--- config.mk ---
export PLATFORM = sky130hd
export DESIGN_NAME = activityThreshold
export DESIGN_NICKNAME = d
export VERILOG_FILES = /design/src/rtl/demosaicPkg.sv /design/src/rtl/activityThreshold.sv
export SDC_FILE = /design/constraint.sdc
export NUM_CORES = 1
export LEC_CHECK = 0
export BUFFER_PORTS_ARGS = -buffer_cell sky130_fd_sc_hd__buf_2
export CORE_UTILIZATION = 50
export CTS_BUF_LIST = sky130_fd_sc_hd__clkbuf_16
export DETAILED_ROUTE_END_ITERATION = 16
export PLACE_DENSITY = 0.71
export SLEW_MARGIN = 20
export SYNTH_ARGS = -nofsm -noshare
export SYNTH_HDL_FRONTEND = slang
export SYNTH_SLANG_ARGS = --single-unit
--- constraint.sdc ---
create_clock -name clk -period 2.8 [get_ports clk]
set_input_delay 0.28 -clock clk [delete_from_list [all_inputs] [get_ports clk]]
set_output_delay 0.28 -clock clk [all_outputs]
set_load 0.005 [all_outputs]
--- src/rtl/demosaicPkg.sv ---
package demosaicPkg;

	typedef logic [7:0] PixelT;
	typedef logic [15:0] CoordT;
	typedef logic [31:0] ActivityT;
	typedef logic [7:0] ThresholdT;

	// Colour of the raw sample at a mosaic site
	typedef enum logic [1:0] {
		SiteGreen,
		SiteBlue,
		SiteRed
	} SiteT;

	// Enabled beats from the window centre to the registered output
	localparam int PipeDepth = 4;

	// Edge threshold used until the first frame has been measured
	localparam int ThresholdReset = 8;

	// Ascending activity bounds for small frames
	localparam ActivityT [3:0] ActivityBound = {
		32'd4096,
		32'd2048,
		32'd1024,
		32'd256
	};

	// Level i applies below bound i, the last one above all bounds
	localparam ThresholdT [4:0] ThresholdLevel = {
		8'd8,
		8'd15,
		8'd20,
		8'd40,
		8'd50
	};

endpackage

--- src/rtl/activityThreshold.sv ---
module activityThreshold
	import demosaicPkg::*;
(
	input logic clk,
	input logic reset,
	input ActivityT activitySample,
	input logic sampleValid,
	input logic frameDone,
	output ThresholdT threshold
);

	ActivityT activitySum;

	// First bound the sum stays below picks the level
	function automatic ThresholdT levelFor(ActivityT sum);
		ThresholdT level;
		level = ThresholdLevel[4];
		for (int i = 3; i >= 0; i--) begin
			if (sum < ActivityBound[i]) begin
				level = ThresholdLevel[i];
			end
		end
		return level;
	endfunction

	// Last sample of a frame always lands before its frameDone
	always_ff @(posedge clk) begin
		if (reset) begin
			activitySum <= '0;
			threshold <= ThresholdT'(ThresholdReset);
		end else if (frameDone) begin
			threshold <= levelFor(activitySum);
			activitySum <= '0;
		end else if (sampleValid) begin
			activitySum <= activitySum + activitySample;
		end
	end

endmodule

* Word-level counts from Yosys, hierarchy flattened
Cells that the tools add are included.
Word-level totals: word-level logic and storage cells 12, bits of input ports 36, output and inout bits 8, register bits after elaboration 40
Operators by class: reduce and logical (&&, ||, !) cells 1, muxes and demuxes 4, order comparisons 4, $add $sub $neg 1
Operator list (count):
- $add A32 B32 Y32 | 1
- $lt A32 B11 Y1 const B | 1
- $lt A32 B12 Y1 const B | 1
- $lt A32 B13 Y1 const B | 1
- $lt A32 B9 Y1 const B | 1
- $mux W8 | 3
- $mux W3 | 1
- $reduce_or A2 Y1 | 1

* Longest topological paths before layout
Gate-level depths: netlist of the first run.
depth in word-level cells 5, mapped depth 9, depth with buffers taken out 9

* Worst setup path before layout of the first run
Ideal clock, no wire load.
path type flip-flop to flip-flop, start reg activitySum[0], end reg activitySum[30], setup slack 579 ps, path buffers 0, data required time 2680 ps, clock period less this slack 2221 ps, cell stages (with the launch flop) 10, setup time 120 ps, data arrival time 2102 ps, cell sequence dfxtp_1 ha_1 fa_1 a21o_2 a31o_2 nand4_1 a21oi_1 o211ai_2 mux2i_1 a211o_1
Between the ends: longest elaborated chain between the ends 1
Ends and longest elaborated chain:
- start: declaration | RTL line activityThreshold.sv:12 | ActivityT activitySum;
- start signal: assignment | RTL line activityThreshold.sv:35 | activitySum <= activitySum + activitySample;
- $add A32 B32 Y32 | RTL line activityThreshold.sv:35
Every way passes these cells. A chain may end at the register's enable or synchronous reset.

* Worst setup path after layout of the first run
Ends and elaborated chain as after synthesis.

==> metrics.yaml, run 1 <==
status: "completed"
drtPass1Iterations: 5
synth_ff_type: "dfxtp_1"
worst_hold_slack_ns: 0.2616
crit_chain: "ha_1 > fa_1 > a21o_2 > a31o_2 > nand4_1 > a21oi_1 > o211ai_2 > mux2i_1 > a211o_1"
grt_util_met3_pct: 4.111
synth_most_common_cell: "a21oi_1"
path_max_fanout: 3
clock_path_buffers: 2
ios: 44
finalInstanceArea_sq_mm: 0.003590
rows: 28
cts_made_buffers: 5
instances_no_fill: 504
die-area_sq_mm: 0.006643
leakage_nw: 1.685
synth.top_cell.area_share_pct: 24.07
drtIter0Drc: 169
synth_warnings: 0
synthTopCellsByCount: "a21oi_1 (41), nand2_1 (39), dfxtp_1 (38)"
fmax_mhz: 416.6
grt_use_total_pct: 24.96
finalPower_mw: 1.773
crit_required_ns: 2.98
drv_cap: 0
final_hold_viol_count: 0
routabilityCongestion: 0.9742
vias: 3023
timing.final.crit_share_pct: 85.72
start_util_pct: 52.45
postLayoutSetupSlackWorst_ns: 0.3998
worstPathArrival_ns: 2.58
skew_ns: 0.002607
critical_path.max_stage_delay_ns: 0.42
worstMarginPinSlew_ns: 0.6507
worstSetupPathType: "flip-flop to flip-flop"
netlist_area_sq_mm: 0.003161
ff2ff_setup_slack_ns: 0.40
core_area_sq_mm: 0.006026
postRouteWirelength_um: 7802
fillerInstances: 570
top_usage_layer: "met2"
post-dp-hpwl_um: 5952
critPathLaunchType: "flip-flop"
period_needed_ns: 2.400
ys_seq_area_share_pct: 24.07
syn_inst: 396
routedWlPerCell_um: 15.48
portBuffers: 41
die-height_um: 81.51
peakVddDrop_mv: 0.3265
hold_class: "input port to flip-flop"
fin_nets: 496
fin_util_pct: 59.57
grt_pass1_wl_um: 12770
drive_gt1_share_pct: 16.08
area_delta_synth_final_pct: 13.58
cts.sinks: 38
grt_util_met1_pct: 33.33
overflow: 0
grt_antenna_before_repair: 0
synth.largest_area_cell: "dfxtp_1"
grt_pass1_vias: 2758
drv_slew: 0
pre_cts_slack_ns: 0.3390
end_kind: "flip-flop"
place_inst: 496
post_dp_cell_area_sq_mm: 0.003396
rsz0062_at_grt: "no"
grt_start_max_net_pins: 27
ant_nets: 0
die_w_um: 81.51
synthTopCellsByArea: "dfxtp_1 (24%), ha_1 (12%), a21oi_1 (6.5%), mux2i_1 (4.8%), nand2_1 (4.6%)"
tritoncts: "done"
grt_use_met2_pct: 40.83
slowest_stage: "fa_1"
clockRootBuffer: "clkbuf_16"
diodes: 0
clk_pin_slew_ns: 0.06
tns_ns: 0
crit_buf_inv: 0
cts-resized-gates: 0
synth-edff-count: 0
setup_violations: 0
async_flop_share_pct: 0
ys_ff_latch: 38
syn_area_per_cell_sq_um: 7.981
clock_latency_ns: 0.28
viasPerCell: 5.998
htree_levels: 2
p_per_area_mw_per_mm2: 493.9
drc_errors: 0
relSlewSlack_pct: 56.62
path_delay_family: "compound AO/OA/AOI/OAI gates"
ctsHoldBuffers: 0
synth.distinct_cells: 61
cts_setup_buffers: 0
[where the power goes]
part           switching, mW  internal [mW]
Clock                  0.245          0.512
Combinational          0.249          0.178
Sequential            0.0201          0.569
Total                  0.514           1.26
[cell families after synthesis]
kind of cell,count (synthesis),share of synthesized area (%)
DFF,38,24.07
other,1,0.1187
buffers and inverters,32,4.394
and+or+nand+nor,123,18.96
muxes,15,4.750
adders and majority gates,32,12.91
xor gates and xnor gates,25,6.928
AOI/OAI and AO/OA,130,27.87
[path summary, 6_finish.rpt]
path | startpoint | endpoint | depth (start not counted)
min reg2reg | threshold[3]$_SDFFE_PP1P_ | threshold[3]$_SDFFE_PP1P_ | 1
min | reset | threshold[2]$_SDFFE_PP0P_ | 2
max | activitySum[0]$_SDFFE_PP0P_ | activitySum[30]$_SDFFE_PP0P_ | 9
max reg2reg | activitySum[0]$_SDFFE_PP0P_ | activitySum[30]$_SDFFE_PP0P_ | 9
[flip-flops by register name, indices dropped and copies added (netlist names)]
name / cells
activitySum: 32
threshold: 6
[final cells by class]
class                   count  area (sq um)  share of cell area, %
clock buffers               5         125.1                  3.486
flip-flops and latches     38         760.7                  21.19
clock inverters             3         68.82                  1.917
repair buffers             45         235.2                  6.553
well taps                  75         93.84                  2.614
inverters                  11         41.29                  1.150
multi-input cells         327          2265                  63.09
[worst register-to-register path, stage by stage (launching register included)]
cell      delay, ns
dfxtp_1        0.31
ha_1           0.21
fa_1           0.42
a21o_2         0.25
a31o_2         0.26
nand4_1        0.13
a21oi_1        0.14
o211ai_2       0.20
mux2i_1        0.10
a211o_1        0.27
[per-layer routing]
| metal | up-vias | part of all wire (%) |
|---|---|---|
| met4 | 0 | 1.9 |
| met2 | 109 | 45 |
| met3 | 13 | 6.6 |
| met1 | 1384 | 47 |
| met5 | - | 0 |
| li1 | 1517 | - |
[cell usage in the layout, fill, tap and decap left out, types with 11 or more instances in the layout]
master,instances
nand2_1,39
dfxtp_1,38
buf_2,41
inv_1,11
o21ai_0,25
xor2_1,15
nor2_1,32
ha_1,31
mux2i_1,15
a21oi_1,41
Power figures use the tool's default switching activity.
==> inputs of run 2 (changes only) <==
--- a/config.mk
+++ b/config.mk
@@ -6,10 +6,11 @@
 export NUM_CORES = 1
 export LEC_CHECK = 0
 export BUFFER_PORTS_ARGS = -buffer_cell sky130_fd_sc_hd__buf_2
-export CORE_UTILIZATION = 50
+export CORE_UTILIZATION = 45
 export CTS_BUF_LIST = sky130_fd_sc_hd__clkbuf_16
 export DETAILED_ROUTE_END_ITERATION = 16
-export PLACE_DENSITY = 0.71
+export GPL_TIMING_DRIVEN = 0
+export PLACE_DENSITY = 0.65
 export SLEW_MARGIN = 20
 export SYNTH_ARGS = -nofsm -noshare
 export SYNTH_HDL_FRONTEND = slang
==> run 2 against run 1 <==
Die area grew 11%. Sequential power is essentially flat. Clock skew grew 0.0052 ns. Register-to-register slack lost 0.095 ns. Power shrank 0.34%. Clock-buffer cell count is the same. Critical path depth is the same. Design area grew 2.2%. Non-clock buffer count grew 14. Largest power group unchanged. Highest routed layer unchanged.
==> metrics.yaml, run 2 (synthesis results as in run 1) <==
worstSetupPathType: "flip-flop to flip-flop"
p_sw_share_pct: 28.77
crit_chain: "ha_1 > fa_1 > a21o_2 > a31o_2 > nand4_1 > a21oi_1 > o211ai_2 > mux2i_1 > a211o_1"
timing.final.crit_share_pct: 89.13
postRouteWirelength_um: 8169
p_per_area_mw_per_mm2: 481.6
hold_class: "input port to flip-flop"
grt_use_total_pct: 22.81
worstPathArrival_ns: 2.67
postLayoutSetupSlackWorst_ns: 0.3044
status: "completed"
fmax_mhz: 400.7
die-area_sq_mm: 0.007363
r2r_end: "activitySum[30]$_SDFFE_PP0P_"
overflow: 0
final_cell_mix: "buf_2 (43), a21oi_1 (41), nand2_1 (39)"
setup_violations: 0
worstMarginPinSlew_ns: 0.7496
cts_made_buffers: 5
routabilityCongestion: 0.9166
critical_path.max_stage_delay_ns: 0.42
drv_slew: 0
period_needed_ns: 2.496
viasPerCell: 5.692
path_delay_family: "compound AO/OA/AOI/OAI gates"
path_max_fanout: 3
finalPower_mw: 1.767
grt_antenna_before_repair: 0
clock_latency_ns: 0.28
p_int_mw: 1.259
final_hold_viol_count: 0
drc_errors: 0
top_regs: "activitySum: 32 flops, threshold: 6 flops"
grt_pass1_vias: 2886
leakage_nw: 1.713
routedWlPerCell_um: 15.16
ant_nets: 0
rsz0062_at_grt: "no"
die_w_um: 85.81
fillerInstances: 670
top_register: "activitySum"
largest_reg_flops: 32
clock_path_buffers: 2
cts_setup_buffers: 0
fin_nets: 510
clockRootBuffer: "clkbuf_16"
endpoint: "activitySum[30]$_SDFFE_PP0P_"
drv_cap: 0
crit_required_ns: 2.97
htree_levels: 2
relSlewSlack_pct: 50.03
setup.worst_path.start: "activitySum[0]$_SDFFE_PP0P_"
drtPass1Iterations: 4
diodes: 0
vias: 3068
clk_pin_slew_ns: 0.06
final_common_cell: "buf_2"
area_delta_synth_final_pct: 16.07
cp.depth: 9
post-dp-hpwl_um: 6396
cts.sinks: 38
clock_power_share_pct: 42.4
end_kind: "flip-flop"
pre_cts_slack_ns: 0.2639
start_util_pct: 46.52
switchingPower_mw: 0.5084
slowest_stage: "fa_1"
die-height_um: 85.81
crit_buf_inv: 0
seqPwrFrac_pct: 33.4
peakVddDrop_mv: 0.3010
rows: 30
reg2reg_depth: 9
ios: 44
drtIter0Drc: 155
critPathLaunchType: "flip-flop"
grt_pass1_wl_um: 13330
ctsHoldBuffers: 0
multi_input_area_sq_mm: 0.002265
tritoncts: "done"
skew_ns: 0.007831
fin_util_pct: 54.00
p_comb_share_pct: 24.2
tns_ns: 0
drive_gt1_share_pct: 16.48
grt_start_max_net_pins: 14
core_area_sq_mm: 0.006794
seq_area_sq_um: 760.7
cts-resized-gates: 0
ff2ff_setup_slack_ns: 0.30
regToRegStartpoint: "activitySum[0]$_SDFFE_PP0P_"
portBuffers: 38
## run 2: changes by cell type in the layout (fill, tap and decap cells not counted)
cell      previous run  this run
buf_4                4         2
buf_1                0         1
clkbuf_1             0         9
clkbuf_2             0         4
buf_2               41        43
## run 2: how the worst min path moves through the flow
stage	slack, ns	end	cells after the start	startpoint
4_1_cts	0.33	threshold[5]$_SDFFE_PP0P_	2	reset
5_1_grt	0.36	threshold[5]$_SDFFE_PP0P_	2	reset
6_report	0.33	threshold[2]$_SDFFE_PP0P_	2	reset
3_5_place_dp	0.46	threshold[3]$_SDFFE_PP1P_	1	threshold[3]$_SDFFE_PP1P_
2_1_floorplan	0.44	activitySum[20]$_SDFFE_PP0P_	2	activitySum[20]$_SDFFE_PP0P_
3_3_place_gp	0.45	threshold[3]$_SDFFE_PP1P_	1	threshold[3]$_SDFFE_PP1P_
## run 2: area by class of cell
type	count	share of cell area, %
Multi-Input combinational cell	327	61.73
Sequential cell	38	20.74
Timing Repair Buffer	38	5.184
Clock buffer	5	3.411
Tap cell	96	3.274
Buffer	21	2.660
Clock inverter	3	1.876
Inverter	11	1.126
## run 2: power groups by stage
| stage | registers, mW | clock network [mW] | logic (mW) |
|---|---|---|---|
| final | 0.589 | 0.749 | 0.428 |
| after floorplan | 0.596 | 0 | 0.319 |
| after detailed placement | 0.601 | 0 | 0.424 |
| after CTS | 0.589 | 0.755 | 0.427 |
| after global routing | 0.592 | 0.779 | 0.478 |
| after global placement | 0.600 | 0 | 0.418 |
## run 2: metrics by stage
step	area (sq um)	hold WS, ns	instances
floorplan	3164	0.4366	397
global placement	3475	0.4465	531
detailed placement	3475	0.4567	531
CTS	3669	0.3303	539
global route	3669	0.3619	539
finish	3669	0.3272	539
## run 2: layer usage
layer / vias up / global-route usage, % / part of all wire (%)
met5: - / 0 / 0
met3: 13 / 2.791 / 3.7
met4: 0 / 7.576 / 2.0
li1: 1552 / - / -
met2: 68 / 39.13 / 47
met1: 1435 / 29.74 / 47
==> inputs of run 3 (changes only) <==
--- a/config.mk
+++ b/config.mk
@@ -7,7 +7,7 @@
 export LEC_CHECK = 0
 export BUFFER_PORTS_ARGS = -buffer_cell sky130_fd_sc_hd__buf_2
 export CORE_UTILIZATION = 45
-export CTS_BUF_LIST = sky130_fd_sc_hd__clkbuf_16
+export CTS_BUF_LIST = sky130_fd_sc_hd__clkbuf_8
 export DETAILED_ROUTE_END_ITERATION = 16
 export GPL_TIMING_DRIVEN = 0
 export PLACE_DENSITY = 0.65
==> run 3 against run 2 <==
Hold slack worse by 0.016 ns. Sequential share of layout area up 0.32 points. Power down 9.7%.
==> metrics.yaml, run 3 (synthesis results as in run 1) <==
status: "completed"
setup_violations: 0
die-height_um: 85.81
critPathLaunchType: "flip-flop"
path_delay_family: "simple AND/OR/NAND/NOR gates"
cts_setup_buffers: 0
post-dp-hpwl_um: 6396
grt_pass1_vias: 2879
critical_path.max_stage_delay_ns: 0.52
ant_nets: 0
regToRegStartpoint: "activitySum[22]$_SDFFE_PP0P_"
rows: 30
die_w_um: 85.81
core_area_sq_mm: 0.006794
clock_latency_ns: 0.30
route.met2.wl_um: 3788
top_register: "activitySum"
routedWlPerCell_um: 15.08
die-area_sq_mm: 0.007363
path_max_fanout: 7
end_kind: "flip-flop"
htree_levels: 2
relSlewSlack_pct: 50.40
drc_errors: 0
clockRootBuffer: "clkbuf_8"
viasPerCell: 5.638
pre_cts_slack_ns: 0.2639
crit_chain: "ha_1 > clkbuf_2 > nand3_1 > nor3_1 > o211ai_1 > and3_1 > o21ai_1 > mux2i_1"
worstMarginPinSlew_ns: 0.7441
peakVddDrop_mv: 0.2247
holdPathStages: 2
final_common_cell: "buf_2"
fin_nets: 510
drv_cap: 0
final_hold_viol_count: 0
postRouteWirelength_um: 8128
largest_reg_flops: 32
grt_pass1_wl_um: 13270
routabilityCongestion: 0.9166
drtIter0Drc: 160
diodes: 0
tritoncts: "done"
p_per_area_mw_per_mm2: 441.7
cts.sinks: 38
clk_pin_slew_ns: 0.09
crit_buf_inv: 1
overflow: 0
fillerInstances: 676
cts_made_buffers: 5
top_regs: "activitySum: 32 flops, threshold: 6 flops"
crit_required_ns: 3.04
r2r_end: "activitySum[31]$_SDFFE_PP0P_"
grt_start_max_net_pins: 14
vias: 3039
drive_gt1_share_pct: 16.48
period_needed_ns: 2.496
start_util_pct: 46.52
cts-resized-gates: 0
rsz0062_at_grt: "no"
worstPathArrival_ns: 2.73
holdCritStartpoint: "reset"
fmax_mhz: 400.7
grt_antenna_before_repair: 0
slowest_stage: "nor3_1"
ctsHoldBuffers: 0
timing.final.crit_share_pct: 89.13
maxUsedRoutingLayer: "met4"
reg2reg_depth: 8
clock_path_buffers: 2
portBuffers: 38
ff2ff_setup_slack_ns: 0.30
postLayoutSetupSlackWorst_ns: 0.3044
skew_ns: 0.009498
hold_path_end: "threshold[2]$_SDFFE_PP0P_"
grt_use_total_pct: 22.85
area_delta_synth_final_pct: 14.29
ios: 44
met3WireLength_um: 308
drtPass1Iterations: 4
final_cell_mix: "buf_2 (43), a21oi_1 (41), nand2_1 (39)"
worstSetupPathType: "flip-flop to flip-flop"
met1_length_um: 3823
fin_util_pct: 53.17
tns_ns: 0
leakage_nw: 1.687
hold_class: "input port to flip-flop"
drv_slew: 0
## run 3: cell types whose count changed in the layout (fill, tap and decap cells not counted)
cell       change
clkbuf_16      -5
clkbuf_8       +5
## run 3: final cells by class
| class | instances | area, sq um | share of cell area, % |
|---|---|---|---|
| inverter | 11 | 41.29 | 1.143 |
| timing repair buffer | 38 | 190.2 | 5.265 |
| clock inverter | 3 | 68.82 | 1.905 |
| buffer | 21 | 97.59 | 2.702 |
| clock buffer | 5 | 68.82 | 1.905 |
| tap | 96 | 120.1 | 3.325 |
| multi-input combinational | 327 | 2265 | 62.69 |
| sequential | 38 | 760.7 | 21.06 |
## run 3: per-layer routing
metal | vias up | GRT usage [%]
met5 | - | 0
met3 | 17 | 2.791
li1 | 1540 | -
met4 | 0 | 8.939
met2 | 66 | 38.98
met1 | 1416 | 29.44
## run 3: worst max path at each step
stage / startpoint / end / slack, ns / cells after the start
2_1_floorplan: activitySum[0]$_SDFFE_PP0P_ / activitySum[30]$_SDFFE_PP0P_ / 0.58 / 9
3_3_place_gp: activitySample[0] / activitySum[30]$_SDFFE_PP0P_ / 0.26 / 10
3_5_place_dp: activitySample[0] / activitySum[30]$_SDFFE_PP0P_ / 0.26 / 10
4_1_cts: activitySum[0]$_SDFFE_PP0P_ / activitySum[30]$_SDFFE_PP0P_ / 0.32 / 9
5_1_grt: activitySum[22]$_SDFFE_PP0P_ / activitySum[31]$_SDFFE_PP0P_ / 0.15 / 9
6_report: activitySum[22]$_SDFFE_PP0P_ / activitySum[31]$_SDFFE_PP0P_ / 0.30 / 8
## run 3: where the power goes
| part | switching, mW | leakage [nW] | internal [mW] |
|---|---|---|---|
| logic | 0.250 | 1.31 | 0.177 |
| registers | 0.0203 | 0.310 | 0.568 |
| clock network | 0.222 | 0.0683 | 0.357 |
## run 3: through the flow
| step | hold WS, ns | power [mW] | cell area (sq um) | cells |
|---|---|---|---|---|
| floorplan | 0.4366 | 0.9153 | 3164 | 397 |
| global route | 0.3368 | 1.676 | 3612 | 539 |
| CTS | 0.3070 | 1.601 | 3612 | 539 |
| finish | 0.3115 | 1.595 | 3612 | 539 |
| detailed placement | 0.4567 | 1.025 | 3475 | 531 |
| global placement | 0.4465 | 1.018 | 3475 | 531 |
