File: src/rtl/demosaicPkg.sv
package demosaicPkg;

	typedef logic [7:0] PixelT;
	typedef logic [15:0] CoordT;
	typedef logic [31:0] ActivityT;
	typedef logic [7:0] ThresholdT;

	// Colour of the raw sample at a mosaic site
	typedef enum logic [1:0] {
		SiteGreen,
		SiteBlue,
		SiteRed
	} SiteT;

	// Enabled beats from the window centre to the registered output
	localparam int PipeDepth = 4;

	// Edge threshold used until the first frame has been measured
	localparam int ThresholdReset = 8;

	// Ascending activity bounds for small frames
	localparam ActivityT [3:0] ActivityBound = {
		32'd4096,
		32'd2048,
		32'd1024,
		32'd256
	};

	// Level i applies below bound i, the last one above all bounds
	localparam ThresholdT [4:0] ThresholdLevel = {
		8'd8,
		8'd15,
		8'd20,
		8'd40,
		8'd50
	};

endpackage

File: src/rtl/rasterCounter.sv
module rasterCounter
	import demosaicPkg::*;
#(
	parameter int frameWidth = 1920,
	parameter int frameHeight = 1080
) (
	input logic clk,
	input logic reset,
	input logic bayerValid,
	output CoordT centerX,
	output CoordT centerY,
	output logic centerValid,
	output logic frameEnd
);

	// Pixels, one row plus one pixel of flush, then the pipeline drain
	localparam int FrameBeats = frameWidth * frameHeight + frameWidth + 1 + PipeDepth;
	localparam int CountBits = $clog2(FrameBeats);
	// Pixel k sits in the centre register during beat k + frameWidth + 2
	localparam int FirstCenter = frameWidth + 2;
	localparam int LastCenter = FirstCenter + frameWidth * frameHeight - 1;

	logic [CountBits-1:0] beatCount;

	always_ff @(posedge clk) begin
		if (reset) begin
			beatCount <= '0;
		end else if (bayerValid) begin
			if (beatCount == CountBits'(FrameBeats - 1)) begin
				beatCount <= '0;
			end else begin
				beatCount <= beatCount + 1'b1;
			end
		end
	end

	assign centerValid = (beatCount >= CountBits'(FirstCenter)) &&
		(beatCount <= CountBits'(LastCenter));
	assign frameEnd = (beatCount == CountBits'(LastCenter));

	// Raster position of the pixel now in the centre
	always_ff @(posedge clk) begin
		if (reset) begin
			centerX <= '0;
			centerY <= '0;
		end else if (bayerValid && centerValid) begin
			if (centerX == CoordT'(frameWidth - 1)) begin
				centerX <= '0;
				if (centerY == CoordT'(frameHeight - 1)) begin
					centerY <= '0;
				end else begin
					centerY <= centerY + 1'b1;
				end
			end else begin
				centerX <= centerX + 1'b1;
			end
		end
	end

endmodule

File: config.mk
export PLATFORM = sky130hd
export DESIGN_NAME = rasterCounter
export DESIGN_NICKNAME = d
export VERILOG_FILES = /design/src/rtl/demosaicPkg.sv /design/src/rtl/rasterCounter.sv
export SDC_FILE = /design/constraint.sdc
export NUM_CORES = 1
export LEC_CHECK = 0
export ABC_CLOCK_PERIOD_IN_PS = 5200
export BUFFER_PORTS_ARGS = -buffer_cell sky130_fd_sc_hd__buf_2
export CAP_MARGIN = 20
export CORE_ASPECT_RATIO = 1.4
export CORE_UTILIZATION = 50
export CTS_CLUSTER_DIAMETER = 50
export DETAILED_ROUTE_END_ITERATION = 16
export GPL_ROUTABILITY_DRIVEN = 1
export PLACE_DENSITY = 0.74
export SLEW_MARGIN = 20
export SYNTH_ARGS = -nofsm -noshare
export SYNTH_HDL_FRONTEND = slang
export SYNTH_SLANG_ARGS = --single-unit
File: constraint.sdc
create_clock -name clk -period 5.2 [get_ports clk]
set_clock_uncertainty 0.2 [all_clocks]
set_input_delay 1.04 -clock clk [delete_from_list [all_inputs] [get_ports clk]]
set_output_delay 1.04 -clock clk [all_outputs]
set_load 0.05 [all_outputs]
=== Word-level counts from Yosys, hierarchy flattened ===
Index checks and enable logic that the tools add are counted.

* Add/sub/neg operators: 3
* Equality and inequality tests: 4
* Mux-type cells: 3
* Shift-type cells: 0
* Multipliers: 0
* Divide/modulo/power cells: 0
* Magnitude comparators: 2
* Reduce and logical (&&, ||, !) cells: 3
* Bitwise gates (word level): 0

{| class="wikitable"
|+ Operator list
! operator !! number
|-
| $eq 21x21->1 const B || 2
|-
| $add 16x1->16 const B || 2
|-
| $eq 16x11->1 const B || 2
|-
| $mux 16 || 2
|-
| $add 21x1->21 const B || 1
|-
| $ge 21x11->1 const B || 1
|-
| $le 21x21->1 const B || 1
|-
| $mux 21 || 1
|-
| $logic_and 1x1->1 || 2
|-
| $reduce_and 2->1 || 1
|}

* Logic and storage cells: 18
* Bits of input ports: 3
* Bits in latches: 0
* Output and inout port bits: 34
* Memory bits (writable): 0
* Register bits after elaboration: 53
* Memories: 0
* Memory bits (read-only): 0

=== Logic depth before layout (Yosys ltp) ===
Gate-level depths: netlist of the first run.

* Word-level depth: 4
* Gate-level depth with buffers: 10
* Depth with buffers taken out: 8

=== Worst setup path after synthesis of the first run ===
Ideal clock, no wire load.

* Kind: register -> output
* Start: reg beatCount[3]
* End: out frameEnd
* Path slack: 1.857 ns
* Arrival time: 2.103 ns
* Required time: 3.960 ns
* Path buffers: 0
* Stages on the path, launching flop included: 5
* Path through: dfxtp_1 -> or4_4 -> nor2_1 -> nand2_1 -> nor3_1

* Word-level cells in the longest chain between the ends: 1

{| class="wikitable"
|+ RTL lines
! element !! line !! RTL
|-
| start, declared || rasterCounter.sv:23 || <nowiki>logic [CountBits-1:0] beatCount;</nowiki>
|-
| start signal, assigned || rasterCounter.sv:32 || <nowiki>beatCount <= beatCount + 1'b1;</nowiki>
|-
| $eq 21x21->1 || rasterCounter.sv:39 || <nowiki>assign frameEnd = (beatCount == CountBits'(LastCenter));</nowiki>
|-
| end, declared || rasterCounter.sv:13 || <nowiki>output logic frameEnd</nowiki>
|}

Every way passes these cells.

=== Worst setup path in the final report of the first run ===
* Start: reg beatCount[3]
* End: out centerValid

* Word-level cells in the longest chain between the ends: 2
* Elaborated cells on any way between the ends: 3
* Classes of those cells: 2 x order compare; 1 x reduce/logical

{| class="wikitable"
|+ RTL lines
! element !! line !! RTL
|-
| $ge 21x11->1 / $le 21x21->1 (equally long branches) || rasterCounter.sv:37, rasterCounter.sv:38 ||
|-
| $logic_and 1x1->1 * || rasterCounter.sv:37 || <nowiki>assign centerValid = (beatCount >= CountBits'(FirstCenter)) &&</nowiki>
|-
| end, declared || rasterCounter.sv:12 || <nowiki>output logic centerValid,</nowiki>
|}

Mark *: on every way between the ends. The rest lies on a longest branch, timed or not.

==> summary by stage, run 1 <==
Timing
The number of hold violations in the final report is 0. The peak clock frequency supported by timing is 298.8 MHz. The worst hold margin is 0.3004 ns. The worst pin sits at a relative slew slack of 0.4507. Of the available clock period, the critical path in the final layout requires 0.6435. Setup repair after global routing left no endpoint under its margin.

For the pin with the worst max-slew slack, the measured transition is 0.8177 ns. The total negative slack is 0 ns. The routed design could run at a clock period as short as 3.346 ns. Setup violations remaining at the end of the flow were counted as 0. The final max-slew violation count was 0.

Critical path
The worst register-to-register path has a depth of 7. The worst register-to-register path begins at centerX[0]. The most critical setup path has its endpoint at centerValid. At the worst endpoint, the arrival time is 2.11 ns.

The critical path starts at beatCount[3]. In this run the number of cells on the critical path is 5. STA classifies the critical path endpoint as an output port.

The largest delay contributor family on the critical path is simple AND/OR/NAND/NOR gates. The signal on the critical path passes through or4_4, a2111oi_4, a221oi_2, nor2_1, buf_2. The maximum single-stage delay on the critical path is 0.59 ns. Together, buffers and inverters on the worst path number 1. The critical path start-end classification is reg2out. The slowest stage of the critical path belongs to the cell or4_4. In this run the register-to-register setup slack is 1.93 ns. The type of element launching the critical path is a flip-flop. The required time of the worst setup path is 3.96 ns. The peak fanout along the critical path is 6. The worst register-to-register path ends at centerY[15].

Layout
Of the cells placed in the final design, the portion with a size suffix greater than 1 is 0.1600. 0 antenna diodes ended up in the layout. The area overhead of the layout relative to synthesis is 13.42%. At the end of the flow, the number of nets in the layout was 383.

Floorplanning
The floorplan die width is 65.01 um. The die height is 90.21 um. The floorplan die area is 5864 um^2. In this run the standard cell core region covers 5275 um^2. Row generation in the floorplan step produced 31 rows. The effective utilization at floorplan is 0.5268. The count of boundary I/O pins is 37.

Clock network
The post-CTS resize count is 0. The number of buffers created by CTS is 5. Clock tree synthesis found a total of 53 sinks.

Hold repair after CTS inserted 0 buffers. The H-tree depth is 2. The CTS tree is yes.

For the worst-skew pair, the clock arrives at the later sink with an insertion delay of 0.31 ns. The number of setup buffers added after CTS is 0. The tree is rooted in a clkbuf_8. The number of buffers on the longest clock path is 2. The clock-pin transition on the worst setup and hold timing paths is 0.10 ns.

Power
The reported leakage power is 1.210 nW. Across the VDD grid, the largest voltage drop is 0.1337 mV. The power share of the sequential group is 0.539. Of the total power, the share spent switching nets is 0.2039. The cell-internal power is 605.9 uW. In this run the power density over the cells is 241.5 nW/um^2.

Of the total power, the clock network draws 0.432. In this run the power spent charging and discharging nets is 155.2 uW. The share of total power dissipated in combinational logic is 0.029.

Yosys
Counting flops and latches in the post-synthesis netlist gives 53. The most common flop cell mapped by yosys is dfxtp_1. The average size of a mapped cell is 8.125 um^2. Of all flip-flops after synthesis, the portion carrying an async set or reset was 0. The total number of yosys warnings is 0.

In this run, synthesis inferred 0 flip-flops with an integrated enable. The count of different cell masters after synthesis is 48. The sequential share of the synthesized area is 0.3818. The mapped netlist covers 2779 um^2. The number of nets produced by synthesis is 351. The synthesized netlist cell count is 342.

Placed design
Detailed placement finished with a half-perimeter wire length of 4559 um. Routability-driven placement finished with a final weighted congestion of 0.8345. In this run the tool buffered the top-level ports with 36 buffer cells.

Global route
The maximum number of pins on one net before global-route repair is 35. The via count of the first global-routing pass is 2404. The total overflow reported by the global router is 0. The initial antenna violation count was 0. The first global-routing pass estimated 10870 um of wire.

Across every metal layer, demand over resource in global routing totals 0.2283.

Run
The max-capacitance violation count is 0.

Routing
The total detailed-routing wirelength is 6371 um. The number of antenna-violating nets in the routed design is 0. Before antenna repair, the detailed router went through 4 iterations. The final route contains 2631 vias.

The per-cell via count in the routed design is 5.966. The mean routed wirelength per cell is 14.45 um. The number of remaining DRC errors is 0. After the first detailed-routing iteration, the DRC count stood at 143.

Run status
The run finished with clean final reports.

Worst hold path
The path class of the tightest hold or removal check is reg2reg.
-- metrics by stage --
| stage | setup WS (ns) | power, mW | instances | cell area, um^2 | util |
|---|---|---|---|---|---|
| 2_1_floorplan | 1.857 | 0.4351 | 342 | 2779 | - |
| 3_3_place_gp | 2.002 | 0.4414 | 433 | 3018 | 0.5721 |
| 3_5_place_dp | 1.912 | 0.4418 | 433 | 3018 | 0.5721 |
| 4_1_cts | 1.858 | 0.7689 | 441 | 3152 | 0.5975 |
| 5_1_grt | 1.734 | 0.7907 | 441 | 3152 | 0.5975 |
| 6_report | 1.854 | 0.7611 | 441 | 3152 | 0.5975 |
-- final cells by class --
class	instances	area, um^2
Fill cell	498	2123
Multi-Input combinational cell	268	1645
Sequential cell	53	1061
Timing Repair Buffer	39	202.7
Tap cell	66	82.58
Clock buffer	5	68.82
Clock inverter	3	65.06
Inverter	7	26.28
-- worst reg2reg max path: stages, from the launching register on --
cell	delay [ns]
dfxtp_1	0.42
ha_1	0.19
nand3_1	0.15
or2_0	0.25
or3_1	0.47
or4b_1	0.78
nor4_1	0.35
mux2_2	0.36
-- cells in the mapped netlist, drive strengths merged, types with 8 or more instances --
cell type | n | area [um^2]
nor2 | 44 | 165.2
clkbuf | 13 | 48.80
nand2 | 33 | 123.9
a21oi | 23 | 115.1
xnor2 | 9 | 78.83
xor2 | 11 | 96.34
nand4 | 10 | 62.56
and3 | 14 | 87.58
o21ai | 15 | 75.07
nand3 | 14 | 70.07
nor3 | 11 | 55.05
or3 | 8 | 50.05
dfxtp | 53 | 1061
-- cells by family after synthesis --
logic type | synth area share
multiplexers | 0.007654
AND/OR/NAND/NOR | 0.3098
adder cells (fa/ha/maj) | 0.02701
buffers and inverters | 0.02882
flip-flops | 0.3818
XOR/XNOR | 0.06304
AO/OA/AOI/OAI | 0.1819
-- state kept, by name, summed over array words and instances (netlist names) --
| name | count |
|---|---|
| beatCount | 21 |
| centerX | 16 |
| centerY | 16 |
-- per-layer routing --
metal | part of all wire | wire, um | vias to the layer above | track usage
met3 | 0.031 | 197 | 4 | 0.04061
met5 | 0 | 0 | - | 0
li1 | - | - | 1321 | -
met2 | 0.51 | 3249 | 48 | 0.4071
met1 | 0.45 | 2876 | 1258 | 0.2749
met4 | 0.0074 | 47 | 0 | 0.05556
-- layout by cell type, fill, tap and decap left out, types with 10 or more instances in the layout --
master   count
nand4_1     10
nand3_1     14
and3_1      14
buf_2       36
dfxtp_1     53
nor2_1      44
xor2_1      11
a21oi_1     23
nand2_1     33
o21ai_0     15
nor3_1      11
-- worst min-delay path by stage --
stage                     slack, ns           from  cells after the start       endpoint
after floorplan                0.28  beatCount[18]                      2  beatCount[18]
after global placement         0.28     centerX[1]                      2     centerX[1]
after detailed placement       0.29     centerX[1]                      2     centerX[1]
after CTS                      0.30     centerX[1]                      2     centerX[1]
after global routing           0.32     centerX[1]                      2     centerX[1]
final                          0.30     centerX[1]                      2     centerX[1]
-- power groups by stage --
stage | sequential [mW] | clock [mW] | combinational [mW]
2_1_floorplan | 0.419 | 0 | 0.0163
6_report | 0.410 | 0.329 | 0.0220
4_1_cts | 0.410 | 0.336 | 0.0221
3_3_place_gp | 0.420 | 0 | 0.0217
3_5_place_dp | 0.420 | 0 | 0.0220
5_1_grt | 0.411 | 0.355 | 0.0251
No activity file was read; power rests on OpenSTA's default activity.
==> run 2: changes to the inputs <==
--- a/config.mk
+++ b/config.mk
@@ -5,7 +5,8 @@
 export SDC_FILE = /design/constraint.sdc
 export NUM_CORES = 1
 export LEC_CHECK = 0
-export ABC_CLOCK_PERIOD_IN_PS = 5200
+export ABC_AREA = 1
+export ABC_CLOCK_PERIOD_IN_PS = 3100
 export BUFFER_PORTS_ARGS = -buffer_cell sky130_fd_sc_hd__buf_2
 export CAP_MARGIN = 20
 export CORE_ASPECT_RATIO = 1.4
@@ -13,7 +14,7 @@
 export CTS_CLUSTER_DIAMETER = 50
 export DETAILED_ROUTE_END_ITERATION = 16
 export GPL_ROUTABILITY_DRIVEN = 1
-export PLACE_DENSITY = 0.74
+export PLACE_DENSITY = 0.73
 export SLEW_MARGIN = 20
 export SYNTH_ARGS = -nofsm -noshare
 export SYNTH_HDL_FRONTEND = slang
==> constraint.sdc (replaced) <==
create_clock -name clk -period 3.1 [get_ports clk]
set_clock_uncertainty 0.2 [all_clocks]
set_input_delay 0.62 -clock clk [delete_from_list [all_inputs] [get_ports clk]]
set_output_delay 0.62 -clock clk [all_outputs]
set_load 0.05 [all_outputs]
==> run 2 against run 1 <==
The flow now finishes with violations (design-rule violations). Sequential share of layout area decreased by 4.6 points. Combinational power grew 76%. Clock power up 19%. Clock-buffer cell count up 2. First-iteration DRC count grew 38%. Highest routed layer unchanged. Synthesized cell count grew 49%. Cell area grew 16%. Sequential power increased by 67%. Total power up 47%.
==> summary by stage, run 2 <==
Layout
The final standard cell count with taps included and fillers excluded is 617 (+40%). From synthesis to final layout, the design area changed by 9.459%. The register with the most flip-flops in the final layout is beatCount. In the layout the commonest cells are 108 x nand2_1, 86 x nor2_1, 63 x inv_1. The diode insertion count for antenna repair is 0 (unchanged).

The number of flip-flops under the largest register name is 21 (unchanged). The largest registers in the layout are beatCount: 21 flops, centerX: 16 flops, centerY: 16 flops. The final layout net count is 554 (+45%). Leaving out fill and tap cells, the most frequent cell in the layout is nand2_1. The ratio of cells with drive above 1 in the final layout was 0.1339 (-0.02606).

The final standard cell utilization of the core is 0.5756 (-0.02188).

Routing
The number of antenna-violating nets in the routed design came to 0 (unchanged). The first-pass iteration count of the detailed router came to 10 (+6). The total detailed-routing wirelength was 7347 um (+15%). The per-cell via count in the routed design came to 5.246 (-12%). The routed via count is 3237 (+23%). The mean routed wirelength per cell is 11.91 um (-18%).

The number of remaining DRC errors is 5 (+5). The iteration-0 DRC count of the detailed router is 197 (+38%).

Yosys
The count of different cell masters after synthesis is 39 (-19%). Among all flip-flop cells after synthesis, the most frequent one is dfxtp_1. The count of flip-flops with a built-in enable after synthesis was 0 (unchanged). The synthesized netlist cell count is 510 (+49%).

Counting instances in the post-synthesis netlist gives the leading cell types as 108 x nand2_1, 86 x nor2_1, 63 x inv_1, 53 x dfxtp_1, 33 x nand3_1. The mapped cell area is 3333 um^2 (+20%). Sorting the synthesized cells by area gives the leading types as dfxtp_1 32%, nand2_1 12%, nor2_1 9.7%. The largest area contributor in the synthesized netlist is dfxtp_1. The sequential share of the synthesized area is 0.3183 (-0.06349). The proportion of synthesized flip-flops having asynchronous set or reset was 0 (unchanged). The average size of a mapped cell is 6.536 um^2 (-20%). The most numerous cell in the Yosys netlist is nand2_1. The number of synthesized register bits was 53 (unchanged). The total number of yosys warnings is 0 (unchanged). The area share of the largest cell type after synthesis is 0.3183 (-0.06349). The number of nets produced by synthesis is 519 (+48%).

Clock network
The number of buffers created by CTS is 5 (unchanged). The CTS root buffer is clkbuf_8. The cts-stage hold buffer count is 0 (unchanged). The clock-pin transition on the worst setup and hold timing paths is 0.09 ns (about the same). The H-tree depth was 2 (unchanged).

The number of buffers on the longest clock path was 2 (unchanged). The worst-skew pair later-pin latency came to 0.30 ns (about the same). The post-CTS setup repair buffer count came to 0 (unchanged). The CTS tree is yes. The post-CTS resize count was 0 (unchanged). The clock sink total is 53 (unchanged).

Timing
The transition time at the pin with the least slew margin is 0.6678 ns (-0.1499 ns). The final max-slew violation count came to 0 (unchanged). The worst hold margin is 0.3089 ns (+0.008509 ns). The final period demand of the worst path is 2.738 ns.

The total negative slack came to 0 ns (unchanged). Timing would allow up to 365.2 MHz. The fraction of the cycle the final worst path needs is 0.8833. The number of hold violations in the final report is 0 (unchanged). Setup repair after global routing left no endpoint under its margin.

The post-route worst setup slack is 0.3619 ns (-1.492 ns). The headroom to the max-slew limit came to 0.5514 (+0.1007). The final number of setup-violating endpoints is 0 (unchanged).

Critical path
The worst setup path is captured at an output port. The type of element launching the critical path is a flip-flop. The critical path is of the reg2out type.

The required time of the worst setup path is 2.28 ns (-1.68 ns). The peak fanout along the critical path was 6 (unchanged). The arrival time of data at the critical path endpoint is 1.92 ns (-0.19 ns).

Run
The max-capacitance violation count came to 0 (unchanged).

Global route
The first-pass GRT wire length is 12790 um (+18%). The maximum number of pins on one net before global-route repair was 28 (-20%). The total overflow reported by the global router is 0 (unchanged). The via count of the first global-routing pass is 2990 (+24%).

The global-route usage over all layers is 0.2200 (-0.008273). The initial antenna violation count is 0 (unchanged).

Placed design
The placement-stage worst setup slack is 0.7337 ns (-1.179 ns). The final estimated routing congestion in global placement is 0.9017 (+8.1%). The number of buffers inserted by port buffering is 36 (unchanged). The placed wire-length estimate after detailed placement is 5560 um (+22%). The number of cells in the design after placement was 610 (+41%).

Power
The reported leakage power is 1.600 nW (+32%). The total power per unit cell area is 306.3 nW/um^2 (+27%). The worst ir drop on vdd is 0.1999 mV (+49%).

Floorplanning
The die height is 98.61 um (+9.3%). The core region area is 6339 um^2 (+20%). The count of boundary I/O pins is 37 (unchanged). The floorplan die width is 71.01 um (+9.2%). The floorplan die area was 7001 um^2 (+19%). The number of placement rows came to 34 (+9.7%).

The effective utilization at floorplan is 0.5259 (-0.0009439).

Run status
The checks that failed: design-rule violations. The flow ran to the end, but the final reports show violations.

Worst hold path
In this run the worst hold path is classified as reg2reg.
## run 2: cell types whose count changed after synthesis, sizes merged, moves of 9 or more
cell   before  now
nor2       44   94
inv         7   64
nand4      10   23
nor3       11   26
nand2      33  110
a21oi      23   32
nand3      14   36
and3       14    0
## run 2: final cells by class
type / instances / area [um^2]
inverters: 64 / 240.2
repair buffers: 40 / 210.2
flip-flops and latches: 53 / 1061
well taps: 72 / 90.09
clock buffers: 7 / 86.33
fillers: 611 / 2690
multi-input cells: 381 / 1961
## run 2: final timing paths
| path | startpoint | end | slack [ns] | cells after the start |
|---|---|---|---|---|
| worst max-delay path | beatCount[10] | centerValid | 0.36 | 9 |
| worst min-delay path | centerX[14] | centerX[14] | 0.31 | 2 |
| worst max register to register | centerY[0] | centerY[14] | 0.74 | 10 |
| worst min register to register | centerX[14] | centerX[14] | 0.31 | 2 |
## run 2: cell families (layout without fill, tap and decap cells)
kind of cell / Yosys count / count (layout) / synth area share
AOI/OAI and AO/OA: 52 / 52 / 0.08559
DFF: 53 / 53 / 0.3183
buffers and inverters: 76 / 111 / 0.09346
adders and majority gates: 6 / 6 / 0.02252
and+or+nand+nor: 302 / 302 / 0.4246
muxes: 1 / 1 / 0.003003
xor gates and xnor gates: 20 / 20 / 0.05255
## run 2: metrics by stage
step                      total power, mW  instance area [um^2]
after floorplan                    0.7288                  3333
after global placement             0.7403                  3562
after detailed placement           0.7408                  3562
after CTS                           1.136                  3649
after global routing                1.164                  3649
final                               1.118                  3649
## run 2: per-layer routing
metal / global-route usage / part of all wire / up-vias / wire length (um)
met5: 0 / 0 / - / 0
met3: 0.03067 / 0.030 / 6 / 218
met1: 0.2542 / 0.45 / 1470 / 3321
met2: 0.4112 / 0.51 / 53 / 3727
met4: 0.07077 / 0.011 / 0 / 80
li1: - / - / 1708 / -
## run 2: power by group
| group | switching [mW] | internal (mW) | total (mW) |
|---|---|---|---|
| combinational | 0.0264 | 0.0123 | 0.0387 |
| clock | 0.215 | 0.178 | 0.393 |
| sequential | 0.00328 | 0.683 | 0.686 |
| total | 0.245 | 0.873 | 1.12 |
## run 2: worst max-delay path, cell delays in order, from the launching register on
cell     delay [ns]
dfxtp_1        0.38
nand2_1        0.17
inv_1          0.07
nor2_1         0.16
nand2_1        0.08
nand2_1        0.06
nand3_1        0.08
nand2_2        0.13
and2_1         0.21
buf_2          0.29
